$ cat config.mk
export PLATFORM = sky130hd
export DESIGN_NAME = csr_file
export DESIGN_NICKNAME = d
export VERILOG_FILES = /design/src/csr_pkg.sv /design/src/csr_counters.sv /design/src/csr_decode.sv /design/src/csr_file.sv /design/src/csr_read_mux.sv /design/src/csr_trap_regs.sv
export VERILOG_INCLUDE_DIRS = /design/src
export SDC_FILE = /design/constraint.sdc
export NUM_CORES = 1
export LEC_CHECK = 0
export BUFFER_PORTS_ARGS = -buffer_cell sky130_fd_sc_hd__buf_4
export CORE_UTILIZATION = 58
export DETAILED_ROUTE_END_ITERATION = 12
export PLACE_DENSITY_LB_ADDON = 0.3
export SLEW_MARGIN = 20
export SYNTH_ARGS = -nofsm -noshare
export SYNTH_HDL_FRONTEND = slang
export SYNTH_HIERARCHICAL = 1
export SYNTH_SLANG_ARGS = --single-unit
$ cat constraint.sdc
create_clock -name clk -period 12.65 [get_ports clk]
set_input_delay 2.53 -clock clk [delete_from_list [all_inputs] [get_ports clk]]
set_output_delay 2.53 -clock clk [all_outputs]
set_load 0.1 [all_outputs]
$ cat src/csr_consts.svh
// CSR file constants
`ifndef CSR_CONSTS_SVH
`define CSR_CONSTS_SVH

////////////////////////////////////////////////////////////
// Widths
`define CSR_XLEN            32
`define CSR_IDX_W           12

////////////////////////////////////////////////////////////
// Machine-mode CSR indices
`define CSR_ADDR_MSTATUS     12'h300
`define CSR_ADDR_MISA        12'h301
`define CSR_ADDR_MIE         12'h304
`define CSR_ADDR_MTVEC       12'h305
`define CSR_ADDR_MSCRATCH    12'h340
`define CSR_ADDR_MEPC        12'h341
`define CSR_ADDR_MCAUSE      12'h342
`define CSR_ADDR_MIP         12'h344
`define CSR_ADDR_MCYCLE      12'hB00
`define CSR_ADDR_MCYCLEH     12'hB80
`define CSR_ADDR_MINSTRET    12'hB02
`define CSR_ADDR_MINSTRETH   12'hB82
`define CSR_ADDR_COUNTERSTOP 12'hBFF  // Custom index the ISA leaves unused

////////////////////////////////////////////////////////////
// Field positions and masks
`define CSR_BIT_MIE          3   // mstatus
`define CSR_BIT_MPIE         7
`define CSR_BIT_MEIE         11  // mie and mip
`define CSR_BIT_MTIE         7
`define CSR_BIT_MSIE         3
`define CSR_MSTATUS_MPP      32'h0000_1800  // MPP reads as machine mode
`define CSR_MIE_MASK         32'h0000_0888
`define CSR_MCAUSE_MASK      32'h8000_000F  // Interrupt flag and 4-bit code
`define CSR_CNTSTOP_MASK     32'h0000_0007

// RV32 with I, M, A and C
`define CSR_MISA_VAL         32'h4000_1105
`define CSR_MTVEC_RESET      32'h8000_0100

`endif

$ cat src/csr_pkg.sv
// CSR file shared types
`include "csr_consts.svh"

package csr_pkg;

  // One value per implemented register
  typedef enum logic [4:0] {
    CSR_SEL_NONE,
    CSR_SEL_MSTATUS,
    CSR_SEL_MISA,
    CSR_SEL_MIE,
    CSR_SEL_MTVEC,
    CSR_SEL_MSCRATCH,
    CSR_SEL_MEPC,
    CSR_SEL_MCAUSE,
    CSR_SEL_MIP,
    CSR_SEL_MCYCLE,
    CSR_SEL_MCYCLEH,
    CSR_SEL_MINSTRET,
    CSR_SEL_MINSTRETH,
    CSR_SEL_COUNTERSTOP
  } csr_sel_e;

  // Access from the execute stage
  typedef struct packed {
    logic                    ena;
    logic                    wr;
    logic                    rd;
    logic [`CSR_IDX_W-1:0]   idx;
    logic [`CSR_XLEN-1:0]    wdata;
  } csr_req_t;

  // Commit stage events
  typedef struct packed {
    logic                    trap;
    logic                    mret;
    logic                    epc_ena;
    logic [`CSR_XLEN-1:0]    epc;
    logic                    cause_ena;
    logic [`CSR_XLEN-1:0]    cause;
    logic                    instret;
  } csr_cmt_t;

  typedef struct packed {
    logic ext;
    logic sft;
    logic tmr;
  } csr_irq_t;

  // Decoded access, strobes already qualified
  typedef struct packed {
    csr_sel_e                sel;
    logic                    wen;
    logic                    ren;
    logic [`CSR_XLEN-1:0]    wdata;
  } csr_dec_t;

  typedef struct packed {
    logic                    hit;
    logic [`CSR_XLEN-1:0]    data;
  } csr_rd_t;

  // Trap state seen by the core
  typedef struct packed {
    logic                    status_mie;
    logic                    meie;
    logic                    mtie;
    logic                    msie;
    logic [`CSR_XLEN-1:0]    mepc;
    logic [`CSR_XLEN-1:0]    mtvec;
  } csr_trap_ctrl_t;

endpackage

$ cat src/csr_counters.sv
// Cycle and instret counter bank
`timescale 1ns/100ps
`include "csr_consts.svh"

module csr_counters import csr_pkg::*; (
  input  logic     clk,
  input  logic     rst_n,
  input  csr_dec_t dec,
  input  logic     instret,
  output csr_rd_t  rd,
  output logic     tm_stop
);

  logic [`CSR_XLEN-1:0] mcycle_r, mcycleh_r;
  logic [`CSR_XLEN-1:0] minstret_r, minstreth_r;
  logic [`CSR_XLEN-1:0] cntstop_r;
  logic [`CSR_XLEN-1:0] rd_val;
  logic                 bank_sel;

  wire wr_mcycle    = dec.wen & (dec.sel == CSR_SEL_MCYCLE);
  wire wr_mcycleh   = dec.wen & (dec.sel == CSR_SEL_MCYCLEH);
  wire wr_minstret  = dec.wen & (dec.sel == CSR_SEL_MINSTRET);
  wire wr_minstreth = dec.wen & (dec.sel == CSR_SEL_MINSTRETH);
  wire wr_cntstop   = dec.wen & (dec.sel == CSR_SEL_COUNTERSTOP);

  wire cy_stop = cntstop_r[0];  // Freeze mcycle
  wire ir_stop = cntstop_r[2];  // Freeze minstret

  // Carry into the high word when the low word is all ones
  wire cy_inc  = ~cy_stop;
  wire cyh_inc = cy_inc & (mcycle_r == '1);
  wire ir_inc  = ~ir_stop & instret;
  wire irh_inc = ir_inc & (minstret_r == '1);

  ////////////////////////////////////////////////////////////
  // A write to a counter word beats its increment
  always_ff @(posedge clk or negedge rst_n) begin
    if (!rst_n) begin
      mcycle_r    <= '0;
      mcycleh_r   <= '0;
      minstret_r  <= '0;
      minstreth_r <= '0;
      cntstop_r   <= '0;
    end else begin
      if (wr_mcycle)         mcycle_r    <= dec.wdata;
      else if (cy_inc)       mcycle_r    <= mcycle_r + 1'b1;
      if (wr_mcycleh)        mcycleh_r   <= dec.wdata;
      else if (cyh_inc)      mcycleh_r   <= mcycleh_r + 1'b1;
      if (wr_minstret)       minstret_r  <= dec.wdata;
      else if (ir_inc)       minstret_r  <= minstret_r + 1'b1;
      if (wr_minstreth)      minstreth_r <= dec.wdata;
      else if (irh_inc)      minstreth_r <= minstreth_r + 1'b1;
      if (wr_cntstop)
        cntstop_r <= dec.wdata & `CSR_CNTSTOP_MASK;  // Low 3 bits only
    end
  end

  ////////////////////////////////////////////////////////////
  // Read side
  always_comb begin
    bank_sel = 1'b1;
    rd_val   = '0;
    case (dec.sel)
      CSR_SEL_MCYCLE:      rd_val = mcycle_r;
      CSR_SEL_MCYCLEH:     rd_val = mcycleh_r;
      CSR_SEL_MINSTRET:    rd_val = minstret_r;
      CSR_SEL_MINSTRETH:   rd_val = minstreth_r;
      CSR_SEL_COUNTERSTOP: rd_val = cntstop_r;
      default:             bank_sel = 1'b0;
    endcase
  end

  assign rd.hit  = dec.ren & bank_sel;
  assign rd.data = rd.hit ? rd_val : '0;

  assign tm_stop = cntstop_r[1];  // Timer stop goes out to the timer block

endmodule

$ cat src/csr_decode.sv
// CSR index decoder
`timescale 1ns/100ps
`include "csr_consts.svh"

module csr_decode import csr_pkg::*; (
  input  csr_req_t req,
  output csr_dec_t dec,
  output logic     access_ilgl
);

  csr_sel_e sel;    // Raw selection, before legality
  logic     known;  // Index names an implemented register
  logic     ro_wr;  // Write to a read-only register
  logic     legal;

  ////////////////////////////////////////////////////////////
  // Index compared once for both banks
  always_comb begin
    unique case (req.idx)
      `CSR_ADDR_MSTATUS:     sel = CSR_SEL_MSTATUS;
      `CSR_ADDR_MISA:        sel = CSR_SEL_MISA;
      `CSR_ADDR_MIE:         sel = CSR_SEL_MIE;
      `CSR_ADDR_MTVEC:       sel = CSR_SEL_MTVEC;
      `CSR_ADDR_MSCRATCH:    sel = CSR_SEL_MSCRATCH;
      `CSR_ADDR_MEPC:        sel = CSR_SEL_MEPC;
      `CSR_ADDR_MCAUSE:      sel = CSR_SEL_MCAUSE;
      `CSR_ADDR_MIP:         sel = CSR_SEL_MIP;
      `CSR_ADDR_MCYCLE:      sel = CSR_SEL_MCYCLE;
      `CSR_ADDR_MCYCLEH:     sel = CSR_SEL_MCYCLEH;
      `CSR_ADDR_MINSTRET:    sel = CSR_SEL_MINSTRET;
      `CSR_ADDR_MINSTRETH:   sel = CSR_SEL_MINSTRETH;
      `CSR_ADDR_COUNTERSTOP: sel = CSR_SEL_COUNTERSTOP;
      default:               sel = CSR_SEL_NONE;  // Unknown index
    endcase
  end

  ////////////////////////////////////////////////////////////
  // Legality and strobe qualification
  assign known = (sel != CSR_SEL_NONE);
  assign ro_wr = req.wr & (sel == CSR_SEL_MISA);  // misa is the only read-only one
  assign legal = known & ~ro_wr;

  assign access_ilgl = req.ena & ~legal;  // Only flagged on a real access

  // Strobes only toggle for a legal, enabled access
  assign dec.sel   = sel;
  assign dec.wen   = req.ena & req.wr & legal;
  assign dec.ren   = req.ena & req.rd & legal;
  assign dec.wdata = req.wdata;

endmodule

$ cat src/csr_file.sv
// Machine-mode CSR file top
`timescale 1ns/100ps
`include "csr_consts.svh"

module csr_file import csr_pkg::*; (
  input  logic                 clk,
  input  logic                 rst_n,
  input  csr_req_t             req,
  input  csr_cmt_t             cmt,
  input  csr_irq_t             irq,
  output logic [`CSR_XLEN-1:0] rdata,
  output logic                 access_ilgl,
  output csr_trap_ctrl_t       ctrl,
  output logic                 tm_stop
);

  csr_dec_t dec;      // Shared decode to both banks
  csr_rd_t  trap_rd;
  csr_rd_t  cnt_rd;

  ////////////////////////////////////////////////////////////
  // Decode, register banks, read combine
  csr_decode u_decode (
    .req         (req),
    .dec         (dec),
    .access_ilgl (access_ilgl)
  );

  csr_trap_regs u_trap_regs (
    .clk   (clk),
    .rst_n (rst_n),
    .dec   (dec),
    .cmt   (cmt),
    .irq   (irq),
    .rd    (trap_rd),
    .ctrl  (ctrl)
  );

  csr_counters u_counters (
    .clk     (clk),
    .rst_n   (rst_n),
    .dec     (dec),
    .instret (cmt.instret),  // Retire pulse from commit
    .rd      (cnt_rd),
    .tm_stop (tm_stop)
  );

  csr_read_mux u_read_mux (
    .dec     (dec),
    .trap_rd (trap_rd),
    .cnt_rd  (cnt_rd),
    .rdata   (rdata)
  );

endmodule

$ cat src/csr_read_mux.sv
// CSR read data combiner
`timescale 1ns/100ps
`include "csr_consts.svh"

module csr_read_mux import csr_pkg::*; (
  input  csr_dec_t             dec,
  input  csr_rd_t              trap_rd,
  input  csr_rd_t              cnt_rd,
  output logic [`CSR_XLEN-1:0] rdata
);

  // misa lives in neither bank
  wire misa_hit = dec.ren & (dec.sel == CSR_SEL_MISA);

  always_comb begin
    if (misa_hit)
      rdata = `CSR_MISA_VAL;
    else if (trap_rd.hit)
      rdata = trap_rd.data;
    else if (cnt_rd.hit)
      rdata = cnt_rd.data;
    else
      rdata = '0;  // Illegal, or no read this cycle
  end

endmodule

$ cat src/csr_trap_regs.sv
// Machine trap register bank
`timescale 1ns/100ps
`include "csr_consts.svh"

module csr_trap_regs import csr_pkg::*; (
  input  logic           clk,
  input  logic           rst_n,
  input  csr_dec_t       dec,
  input  csr_cmt_t       cmt,
  input  csr_irq_t       irq,
  output csr_rd_t        rd,
  output csr_trap_ctrl_t ctrl
);

  logic                 status_mie;
  logic                 status_mpie;
  logic [`CSR_XLEN-1:0] mie_r;
  logic                 meip, mtip, msip;  // Registered interrupt lines
  logic [`CSR_XLEN-1:0] mepc_r;
  logic [`CSR_XLEN-1:0] mcause_r;
  logic [`CSR_XLEN-1:0] mtvec_r;
  logic [`CSR_XLEN-1:0] mscratch_r;
  logic [`CSR_XLEN-1:0] mstatus_val;
  logic [`CSR_XLEN-1:0] mip_val;
  logic [`CSR_XLEN-1:0] epc_nxt;
  logic [`CSR_XLEN-1:0] rd_val;
  logic                 bank_sel;

  // Write strobes per register
  wire wr_mstatus  = dec.wen & (dec.sel == CSR_SEL_MSTATUS);
  wire wr_mie      = dec.wen & (dec.sel == CSR_SEL_MIE);
  wire wr_mepc     = dec.wen & (dec.sel == CSR_SEL_MEPC);
  wire wr_mcause   = dec.wen & (dec.sel == CSR_SEL_MCAUSE);
  wire wr_mtvec    = dec.wen & (dec.sel == CSR_SEL_MTVEC);
  wire wr_mscratch = dec.wen & (dec.sel == CSR_SEL_MSCRATCH);

  ////////////////////////////////////////////////////////////
  // mstatus MIE and MPIE
  always_ff @(posedge clk or negedge rst_n) begin
    if (!rst_n) begin
      status_mie  <= 1'b0;
      status_mpie <= 1'b0;
    end else if (cmt.trap) begin      // Save MIE, then mask interrupts
      status_mpie <= status_mie;
      status_mie  <= 1'b0;
    end else if (cmt.mret) begin      // Restore MIE from MPIE
      status_mie  <= status_mpie;
      status_mpie <= 1'b1;
    end else if (wr_mstatus) begin
      status_mie  <= dec.wdata[`CSR_BIT_MIE];
      status_mpie <= dec.wdata[`CSR_BIT_MPIE];
    end
  end

  always_comb begin
    mstatus_val                = `CSR_MSTATUS_MPP;  // MPP fixed at 11
    mstatus_val[`CSR_BIT_MIE]  = status_mie;
    mstatus_val[`CSR_BIT_MPIE] = status_mpie;
  end

  ////////////////////////////////////////////////////////////
  // Interrupt enable and pending
  always_ff @(posedge clk or negedge rst_n) begin
    if (!rst_n) begin
      mie_r <= '0;
      meip  <= 1'b0;
      mtip  <= 1'b0;
      msip  <= 1'b0;
    end else begin
      if (wr_mie)
        mie_r <= dec.wdata & `CSR_MIE_MASK;  // Only MEIE, MTIE, MSIE stick
      meip <= irq.ext;  // One cycle behind the pins
      mtip <= irq.tmr;
      msip <= irq.sft;
    end
  end

  always_comb begin
    mip_val                = '0;
    mip_val[`CSR_BIT_MEIE] = meip;
    mip_val[`CSR_BIT_MTIE] = mtip;
    mip_val[`CSR_BIT_MSIE] = msip;
  end

  ////////////////////////////////////////////////////////////
  // Exception PC, cause, vector base and scratch
  assign epc_nxt = cmt.epc_ena ? cmt.epc : dec.wdata;  // Commit wins over write

  always_ff @(posedge clk or negedge rst_n) begin
    if (!rst_n) begin
      mepc_r     <= '0;
      mcause_r   <= '0;
      mtvec_r    <= `CSR_MTVEC_RESET;
      mscratch_r <= '0;
    end else begin
      if (cmt.epc_ena | wr_mepc)
        mepc_r <= {epc_nxt[`CSR_XLEN-1:1], 1'b0};  // Never odd
      if (cmt.cause_ena)
        mcause_r <= cmt.cause & `CSR_MCAUSE_MASK;
      else if (wr_mcause)
        mcause_r <= dec.wdata & `CSR_MCAUSE_MASK;
      if (wr_mtvec)
        mtvec_r <= dec.wdata;
      if (wr_mscratch)
        mscratch_r <= dec.wdata;
    end
  end

  ////////////////////////////////////////////////////////////
  // Read side of this bank
  always_comb begin
    bank_sel = 1'b1;
    rd_val   = '0;
    case (dec.sel)
      CSR_SEL_MSTATUS:  rd_val = mstatus_val;
      CSR_SEL_MIE:      rd_val = mie_r;
      CSR_SEL_MIP:      rd_val = mip_val;
      CSR_SEL_MEPC:     rd_val = mepc_r;
      CSR_SEL_MCAUSE:   rd_val = mcause_r;
      CSR_SEL_MTVEC:    rd_val = mtvec_r;
      CSR_SEL_MSCRATCH: rd_val = mscratch_r;
      default:          bank_sel = 1'b0;  // Not ours
    endcase
  end

  assign rd.hit  = dec.ren & bank_sel;
  assign rd.data = rd.hit ? rd_val : '0;

  // Control view for the core
  assign ctrl.status_mie = status_mie;
  assign ctrl.meie       = mie_r[`CSR_BIT_MEIE];
  assign ctrl.mtie       = mie_r[`CSR_BIT_MTIE];
  assign ctrl.msie       = mie_r[`CSR_BIT_MSIE];
  assign ctrl.mepc       = mepc_r;
  assign ctrl.mtvec      = mtvec_r;

endmodule

=== After elaboration in Yosys (flattened, before gate mapping) ===
Cells that the tools add are included.

* Output and inout bits: 102
* Input port bits: 121
* Register bits after elaboration: 266

* Reductions and logical operators: 8
* Muxes and demuxes: 25
* Eq/ne operators: 29
* Add/subtract/negate cells: 4
* Bitwise logic cells: 29

{| class="wikitable"
|+ Operators by type and width
! kind !! number
|-
| 32-bit 2-to-1 mux || 14
|-
| 32-bit case mux with 7 select lines || 1
|-
| 32-bit case mux with 5 select lines || 1
|-
| 32-bit by 1-bit adder with 32-bit output (second input constant) || 4
|-
| 12-bit by 10-bit == test with 1-bit output (second input constant) || 8
|-
| 32-bit == test (second input constant) || 2
|-
| 12-bit == test (second input constant) || 5
|-
| 4-bit case mux with 13 select lines || 1
|-
| 1-bit AND || 24
|-
| 4-bit == test (second input constant) || 6
|-
| 4-bit by 3-bit == test with 1-bit output (second input constant) || 4
|-
| 4-bit by 2-bit == test with 1-bit output (second input constant) || 2
|-
| 1-bit 2-to-1 mux || 8
|-
| 2-bit nonzero test || 4
|-
| 7-bit OR reduction || 1
|-
| 5-bit nonzero test || 1
|-
| 5-bit OR reduction || 1
|-
| 4-bit by 1-bit == test with 1-bit output (second input constant) || 1
|-
| 1-bit inverter || 4
|-
| 3-bit nonzero test || 1
|-
| 2-bit != test (second input constant) || 1
|-
| 1-bit bitwise OR || 1
|}

=== Logic depth before layout (Yosys ltp) ===
Gate-level depths: netlist of run 1.

* Word-level depth: 11
* Mapped depth: 15
* Depth with buffers taken out: 11

=== Hierarchy ===
Netlist of run 1, hierarchy kept.

{| class="wikitable"
|+ Modules (own cells, without submodules)
! module !! sequential area each (µm²) !! times used !! cells an instance !! area an instance (µm²)
|-
| csr_counters || 3278.1 || 1 || 1091 || 8790.9
|-
| csr_trap_regs || 2705.1 || 1 || 506 || 5591.6
|-
| csr_decode || 0.0 || 1 || 84 || 561.8
|-
| csr_read_mux || 0.0 || 1 || 74 || 455.4
|}

=== Least setup slack after synthesis of run 1 ===
No wires, ideal clock.

* Path kind: input to output
* From: input port req[37] in the netlist's numbering
* To: output port rdata[25]
* Required time: 10120 ps
* Cell stages on the path: 12
* Arrival time: 7336 ps
* Path buffers: 3
* Path slack: 2784 ps
* Cell sequence: nor3_1 and2_1 nand2_1 o41ai_1 nor4b_1 o211ai_1 clkbuf_1 inv_1 clkbuf_1 clkbuf_1 nand3b_1 a21oi_1

{| class="wikitable"
|+ RTL lines
! item !! RTL line !! RTL
|-
| from (decl) || csr_file.sv:8 || <nowiki>input csr_req_t req,</nowiki>
|-
| to (decl) || csr_file.sv:11 || <nowiki>output logic [`CSR_XLEN-1:0] rdata,</nowiki>
|}

==> impl_metrics.toml, run 1 <==
[run_status]
status = "finished clean"

[die]
die_y_um = 164.9
rows = 59
initial_core_util = 0.5910
ios = 223
die-area_um2 = 27210
core_area_um2 = 26060
die_x_um = 164.9

[setup_path]
cp_common_cell = "buf_4"
cp-end-kind = "output pin"
rrSetupSlack_ns = 9.39
worst-path-stages = 14
worstRegToRegCells = 6
endpoint = "rdata[8]"
critical_path_arrival_ns = 7.24
r2r-end = "u_counters/mcycleh_r[29]"
critPathKind = "input port to output pin"
crit_family = "buffers and inverters"
r2r_start = "u_counters/mcycle_r[0]"
crit_required_ns = 10.12
slowest_delay_ns = 0.89
crit_path_start_kind = "input port"
worst_path_max_delay_cell = "o211ai_1"
cp_max_fo = 33
crit_start = "req[37]"
critical_path.cell_chain = "buf_4, nor3_1, and2_1, nand2_1, o211ai_1, nor4b_1, o211ai_1, buf_4, inv_1, buf_4, nor2b_2, buf_4, a221o_1, buf_4"
crit_buf_inv = 6

[place]
dp_hpwl_um = 33180
gp_congestion = 0.9387
dp_slack_ns = 3.142
numPortBuffers = 193
place_inst = 2131
placed_area_um2 = 16660

[cts]
numCtsBuffers = 27
cts_max_level = 1
clk_latency_ns = 0.54
cts-root-buf = "clkbuf_16"
post_cts_buffers = 0
cts_resized = 0
cts.sinks = 239
cts_tree = "done"
clkTransAtPathRegs_ns = 0.06
ctsHoldBuffers = 0
cts_buffer_depth = 3

[global_routing]
grt_usage = 0.3428
antenna_found_initial = 0
gr-total-overflow = 0
grt_pass1_vias = 13260
grt_max_degree = 127
grt_pass1_wl_um = 73370

[logic_synthesis]
syn_inst = 1755
async_reset_ff_frac = 1.000
synthFlopType = "dfrtp_1"
avgSynthCellArea_um2 = 8.775
syn_nets = 1880
synth.yosys.seq_area_share = 0.3885
synth-seq-cells = 239
synth_area_um2 = 15400
yosysUniqueCellTypes = 64
synth_edf_count = 0
synth-warning-count = 6

[cells_and_area]
seq_area_um2 = 5983
mostFrequentLayoutCell = "dfrtp_1"
multi_input_area_um2 = 8529
nNetsFinal = 1950
areaGrowthSynthToFinish_pct = 13.62
nFillCells = 2043
final_layout_size_suffix_gt1_frac = 0.2122
final_area_um2 = 17500
diodes = 0
layoutNonFillerInstCount = 2178
final_cell_mix = "dfrtp_1, buf_4, nor2_1"

[timing]
clock.fmax_mhz = 102.3
setup-violations-final = 0
final.min_clock_period_ns = 9.774
tns_ns = 0
hold_violations = 0
post-route-period-util = 0.7727
fin_ws_ns = 2.876
clock_skew_ns = 0.008215
grt_setup_unrepaired = "no"
slew_headroom = 0.2672
maxSlewViolCount = 0
max_slew.worst_pin.slew_ns = 1.094
hold_slack_ns = 0.5048

[drt]
detail_route.wl_per_cell_um = 21.93
ant_nets = 0
drt_iter0_markers = 2060
wirelength_um = 47770
drc = 0
vias = 14750
via_per_inst = 6.773
drt_pass1_iterations = 6

[power]
power_leakage_uw = 0.007084
power_density_nw_per_um2 = 100.8
peakVddDrop_v = 0.0001043

[worst_hold_path]
hold_path_class = "register to register"
whs_path_depth = 1

[job]
drv_cap = 0
==> per-layer routing <==
metal	vias up	share of wire	GRT usage
met4	0	0.024	0.09425
li1	6600	-	-
met5	-	0	0
met3	110	0.11	0.05274
met2	956	0.45	0.5321
met1	7086	0.41	0.4959
==> state kept, by name, summed over array words and instances, names as in the netlist, 5 cells and up <==
| name | count |
|---|---|
| u_counters/mcycle_r | 32 |
| u_trap_regs/mtvec_r | 32 |
| u_trap_regs/mcause_r | 5 |
| u_counters/minstreth_r | 32 |
| u_trap_regs/mscratch_r | 32 |
| u_counters/mcycleh_r | 32 |
| u_trap_regs/mepc_r | 31 |
| u_counters/minstret_r | 32 |
==> cells in the mapped netlist, types with 6 or more instances <==
| library cell | instances | area (um^2) |
|---|---|---|
| a31oi_1 | 74 | 462.9 |
| nand2_1 | 112 | 420.4 |
| nand3b_1 | 8 | 60.06 |
| mux2_2 | 106 | 1194 |
| a221oi_1 | 27 | 236.5 |
| xnor2_1 | 52 | 455.4 |
| a311oi_1 | 6 | 52.55 |
| a221o_1 | 10 | 100.1 |
| nor4_1 | 30 | 187.7 |
| or3_1 | 36 | 225.2 |
| mux2i_1 | 47 | 470.5 |
| nor2_1 | 215 | 807.0 |
| or4_1 | 16 | 120.1 |
| o31ai_1 | 9 | 67.56 |
| a21oi_1 | 84 | 420.4 |
| o21ai_0 | 98 | 490.5 |
| and2_1 | 13 | 81.33 |
| a22oi_1 | 28 | 210.2 |
| nor3_1 | 30 | 150.1 |
| nand3_1 | 61 | 305.3 |
| buf_1 | 11 | 41.29 |
| nor2b_1 | 41 | 256.5 |
| and4_1 | 18 | 157.7 |
| dfrtp_1 | 237 | 5931 |
| buf_2 | 12 | 60.06 |
| inv_1 | 27 | 101.4 |
| buf_4 | 37 | 277.8 |
| and3_1 | 21 | 131.4 |
| a32oi_1 | 33 | 289.0 |
| nand4_1 | 52 | 325.3 |
| clkbuf_1 | 111 | 416.7 |
| xor2_1 | 18 | 157.7 |
==> layout make-up <==
cell class | count | area share
Timing Repair Buffer | 217 | 0.09354
Clock buffer | 45 | 0.04648
Multi-Input combinational cell | 1313 | 0.4875
Inverter | 27 | 0.005792
Clock inverter | 2 | 0.0007866
Sequential cell | 239 | 0.3420
Tap cell | 335 | 0.02396
==> worst register-to-register path: stages, from the launching register on <==
cell and delay [ns]:
dfrtp_1 0.40, ha_1 0.20, and4b_1 0.44, nand4_1 0.68, or3_1 0.74, or4_1 0.54
a31oi_1 0.19
==> logic make-up (layout without fill, tap and decap cells) <==
group / after synthesis / after routing / share of synthesized area
simple gates: 694 / 694 / 0.2360
compound gates: 390 / 390 / 0.1623
flops: 239 / 239 / 0.3885
buf+inv: 203 / 291 / 0.06150
mux: 153 / 153 / 0.1081
xor+xnor: 70 / 70 / 0.03981
fa+ha+maj: 4 / 4 / 0.003250
other cells: 2 / 2 / 0.0004877
==> report_power, final <==
part           switching, uW  leakage [uW]  internal [uW]
clock network            315      0.000404            433
registers               24.1       0.00313            787
logic                    145       0.00355           58.6
==> stage by stage <==
step,util,power [uW]
3_5_place_dp,0.6395,1026
4_1_cts,0.6712,1765
5_1_grt,0.6714,1815
2_1_floorplan,-,950.0
6_report,0.6714,1763
3_3_place_gp,0.6395,1021
==> worst min-delay path by stage <==
stage                               startpoint                         end  slack (ns)
CTS                  u_trap_regs/mscratch_r[7]   u_trap_regs/mscratch_r[7]        0.50
detailed placement   u_trap_regs/mscratch_r[7]   u_trap_regs/mscratch_r[7]        0.49
floorplan           u_trap_regs/mscratch_r[11]  u_trap_regs/mscratch_r[11]        0.47
global placement     u_trap_regs/mscratch_r[7]   u_trap_regs/mscratch_r[7]        0.48
finish               u_trap_regs/mscratch_r[7]   u_trap_regs/mscratch_r[7]        0.50
global route        u_trap_regs/mscratch_r[19]  u_trap_regs/mscratch_r[19]        0.51
No activity file was read; power rests on OpenSTA's default activity.
==> inputs of run 2 (changes only) <==
--- a/config.mk
+++ b/config.mk
@@ -7,7 +7,7 @@
 export NUM_CORES = 1
 export LEC_CHECK = 0
 export BUFFER_PORTS_ARGS = -buffer_cell sky130_fd_sc_hd__buf_4
-export CORE_UTILIZATION = 58
+export CORE_UTILIZATION = 53
 export DETAILED_ROUTE_END_ITERATION = 12
 export PLACE_DENSITY_LB_ADDON = 0.3
 export SLEW_MARGIN = 20
==> constraint.sdc (replaced) <==
create_clock -name clk -period 8.49 [get_ports clk]
set_input_delay 1.698 -clock clk [delete_from_list [all_inputs] [get_ports clk]]
set_output_delay 1.698 -clock clk [all_outputs]
set_load 0.1 [all_outputs]
==> run 2 against run 1 <==
Net effect:
- first-iteration DRC count decreased by 16%
- non-clock buffer count decreased by 1
- global-route usage decreased by 2.7 points
- register-to-register slack got worse by 4.1 ns
- sequential share of layout area decreased by 0.25 points
- combinational power increased by 50%
- routed wire length increased by 0.25%
- total power increased by 52%
- utilization decreased by 5.6 points
==> impl_metrics.toml, run 2 (same netlist as run 1, synthesis figures left out) <==
[timing]
max_slew.worst_pin.slew_ns = 1.050
final.min_clock_period_ns = 7.472
fin_ws_ns = 1.018
clock.fmax_mhz = 133.8
maxSlewViolCount = 0
setup-violations-final = 0
hold_violations = 0
slew_headroom = 0.2985
clock_skew_ns = 0.02339
post-route-period-util = 0.8801
tns_ns = 0
grt_setup_unrepaired = "no"

[setup_path]
cp-end-kind = "output pin"
worst_path_max_delay_cell = "o211ai_1"
crit_required_ns = 6.79
slowest_delay_ns = 0.85
critical_path.cell_chain = "buf_4, nor3_1, and2_1, nand2_1, o211ai_1, nand4bb_1, nor2_2, buf_4, a221oi_1, nor2_1, nand3b_1, a21oi_1, buf_4"
cp_common_cell = "buf_4"
cp_max_fo = 19
critical_path_arrival_ns = 5.77
critPathKind = "input port to output pin"
crit_buf_inv = 3
crit_family = "simple AND/OR/NAND/NOR gates"
crit_path_start_kind = "input port"

[drt]
drc = 0
vias = 14540
drt_pass1_iterations = 5
drt_iter0_markers = 1731
ant_nets = 0
via_per_inst = 6.522
detail_route.wl_per_cell_um = 21.49
wirelength_um = 47890

[power]
swShare = 0.2767
clkPwrFrac = 0.434
seqPwrFrac = 0.452
internal_power_uw = 1933
combPwrFrac = 0.115
power_density_nw_per_um2 = 151.6
peakVddDrop_v = 0.0001606
power_leakage_uw = 0.007120
switchingPower_uw = 739.5

[cells_and_area]
final_cell_mix = "dfrtp_1, buf_4, nor2_1"
mostFrequentLayoutCell = "dfrtp_1"
final_util = 0.6158
areaGrowthSynthToFinish_pct = 14.46
final_layout_size_suffix_gt1_frac = 0.2173
nNetsFinal = 1949
diodes = 0

[cts]
clk_latency_ns = 0.55
cts-root-buf = "clkbuf_16"
numCtsBuffers = 27
cts_buffer_depth = 3
post_cts_buffers = 0
clkTransAtPathRegs_ns = 0.06
cts_max_level = 1
cts_tree = "done"
ctsHoldBuffers = 0
cts.sinks = 239
cts_resized = 0

[global_routing]
antenna_found_initial = 0
grt_pass1_wl_um = 73490
grt_usage = 0.3156
grt_max_degree = 130
grt_pass1_vias = 13330
gr-total-overflow = 0

[worst_hold_path]
hold_path_class = "register to register"

[job]
drv_cap = 0

[die]
die_y_um = 172.5
core_area_um2 = 28630
initial_core_util = 0.5380
ios = 223
rows = 62
die-area_um2 = 29740
die_x_um = 172.5

[place]
gp_congestion = 0.9147
dp_hpwl_um = 33420
dp_slack_ns = 1.178
numPortBuffers = 193

[run_status]
status = "finished clean"
## run 2: cell types whose count changed in the layout (fill, tap and decap cells not counted)
cell        before  now
clkbuf_1        11    3
clkinv_2         1    5
clkbuf_8         7   10
buf_4          216  214
clkinv_4         0    2
clkinvlp_4       0    2
buf_12           0    1
## run 2: per-stage QoR
step | power, uW | instances | hold slack, ns | instance area, um^2
2_1_floorplan | 1416 | 1755 | 0.4701 | 15400
3_3_place_gp | 1522 | 2179 | 0.4772 | 16730
3_5_place_dp | 1528 | 2179 | 0.4927 | 16730
4_1_cts | 2680 | 2229 | 0.5063 | 17620
5_1_grt | 2750 | 2229 | 0.5205 | 17630
6_report | 2673 | 2229 | 0.5066 | 17630
## run 2: power by group through the flow
stage | Sequential (uW) | Clock, uW | Combinational (uW)
floorplan | 1320 | 0 | 99.9
global placement | 1220 | 0 | 297
detailed placement | 1230 | 0 | 302
CTS | 1210 | 1170 | 305
global route | 1210 | 1210 | 325
finish | 1210 | 1160 | 306
## run 2: path summary, 6_finish.rpt
kind                                       startpoint                          to  slack, ns  depth (start not counted)
max in group asynchronous                       rst_n     u_counters/mcycleh_r[8]       5.96                          2
max reg2reg                    u_counters/mcycle_r[0]    u_counters/mcycleh_r[13]       5.25                          6
max                                           req[37]                   rdata[26]       1.02                         13
min in group asynchronous                       rst_n     u_trap_regs/mtvec_r[25]       1.26                          1
min reg2reg                u_trap_regs/mscratch_r[15]  u_trap_regs/mscratch_r[15]       0.51                          1
min                        u_trap_regs/mscratch_r[15]  u_trap_regs/mscratch_r[15]       0.51                          1
## run 2: final cells by class
| type | count | area (um^2) |
|---|---|---|
| tap | 384 | 480.5 |
| fill | 2401 | 11000 |
| sequential | 239 | 5983 |
| clock buffer | 40 | 824.5 |
| multi-input combinational | 1313 | 8529 |
| timing repair buffer | 216 | 1642 |
| inverter | 27 | 101.3 |
| clock inverter | 10 | 66.31 |
## run 2: worst register-to-register path, stage by stage (launching register included)
cell and delay (ns):
dfrtp_1 0.40, ha_1 0.18, and4b_1 0.44, nand4_1 0.68, or4_4 0.79, or4_1 0.51
a31oi_1 0.16
## run 2: layer usage
| metal | up-vias | track usage | routed length, um |
|---|---|---|---|
| li1 | 6573 | - | - |
| met5 | - | 0 | 0 |
| met3 | 84 | 0.05585 | 4849 |
| met2 | 772 | 0.5012 | 21770 |
| met4 | 0 | 0.09811 | 1329 |
| met1 | 7109 | 0.4366 | 19940 |
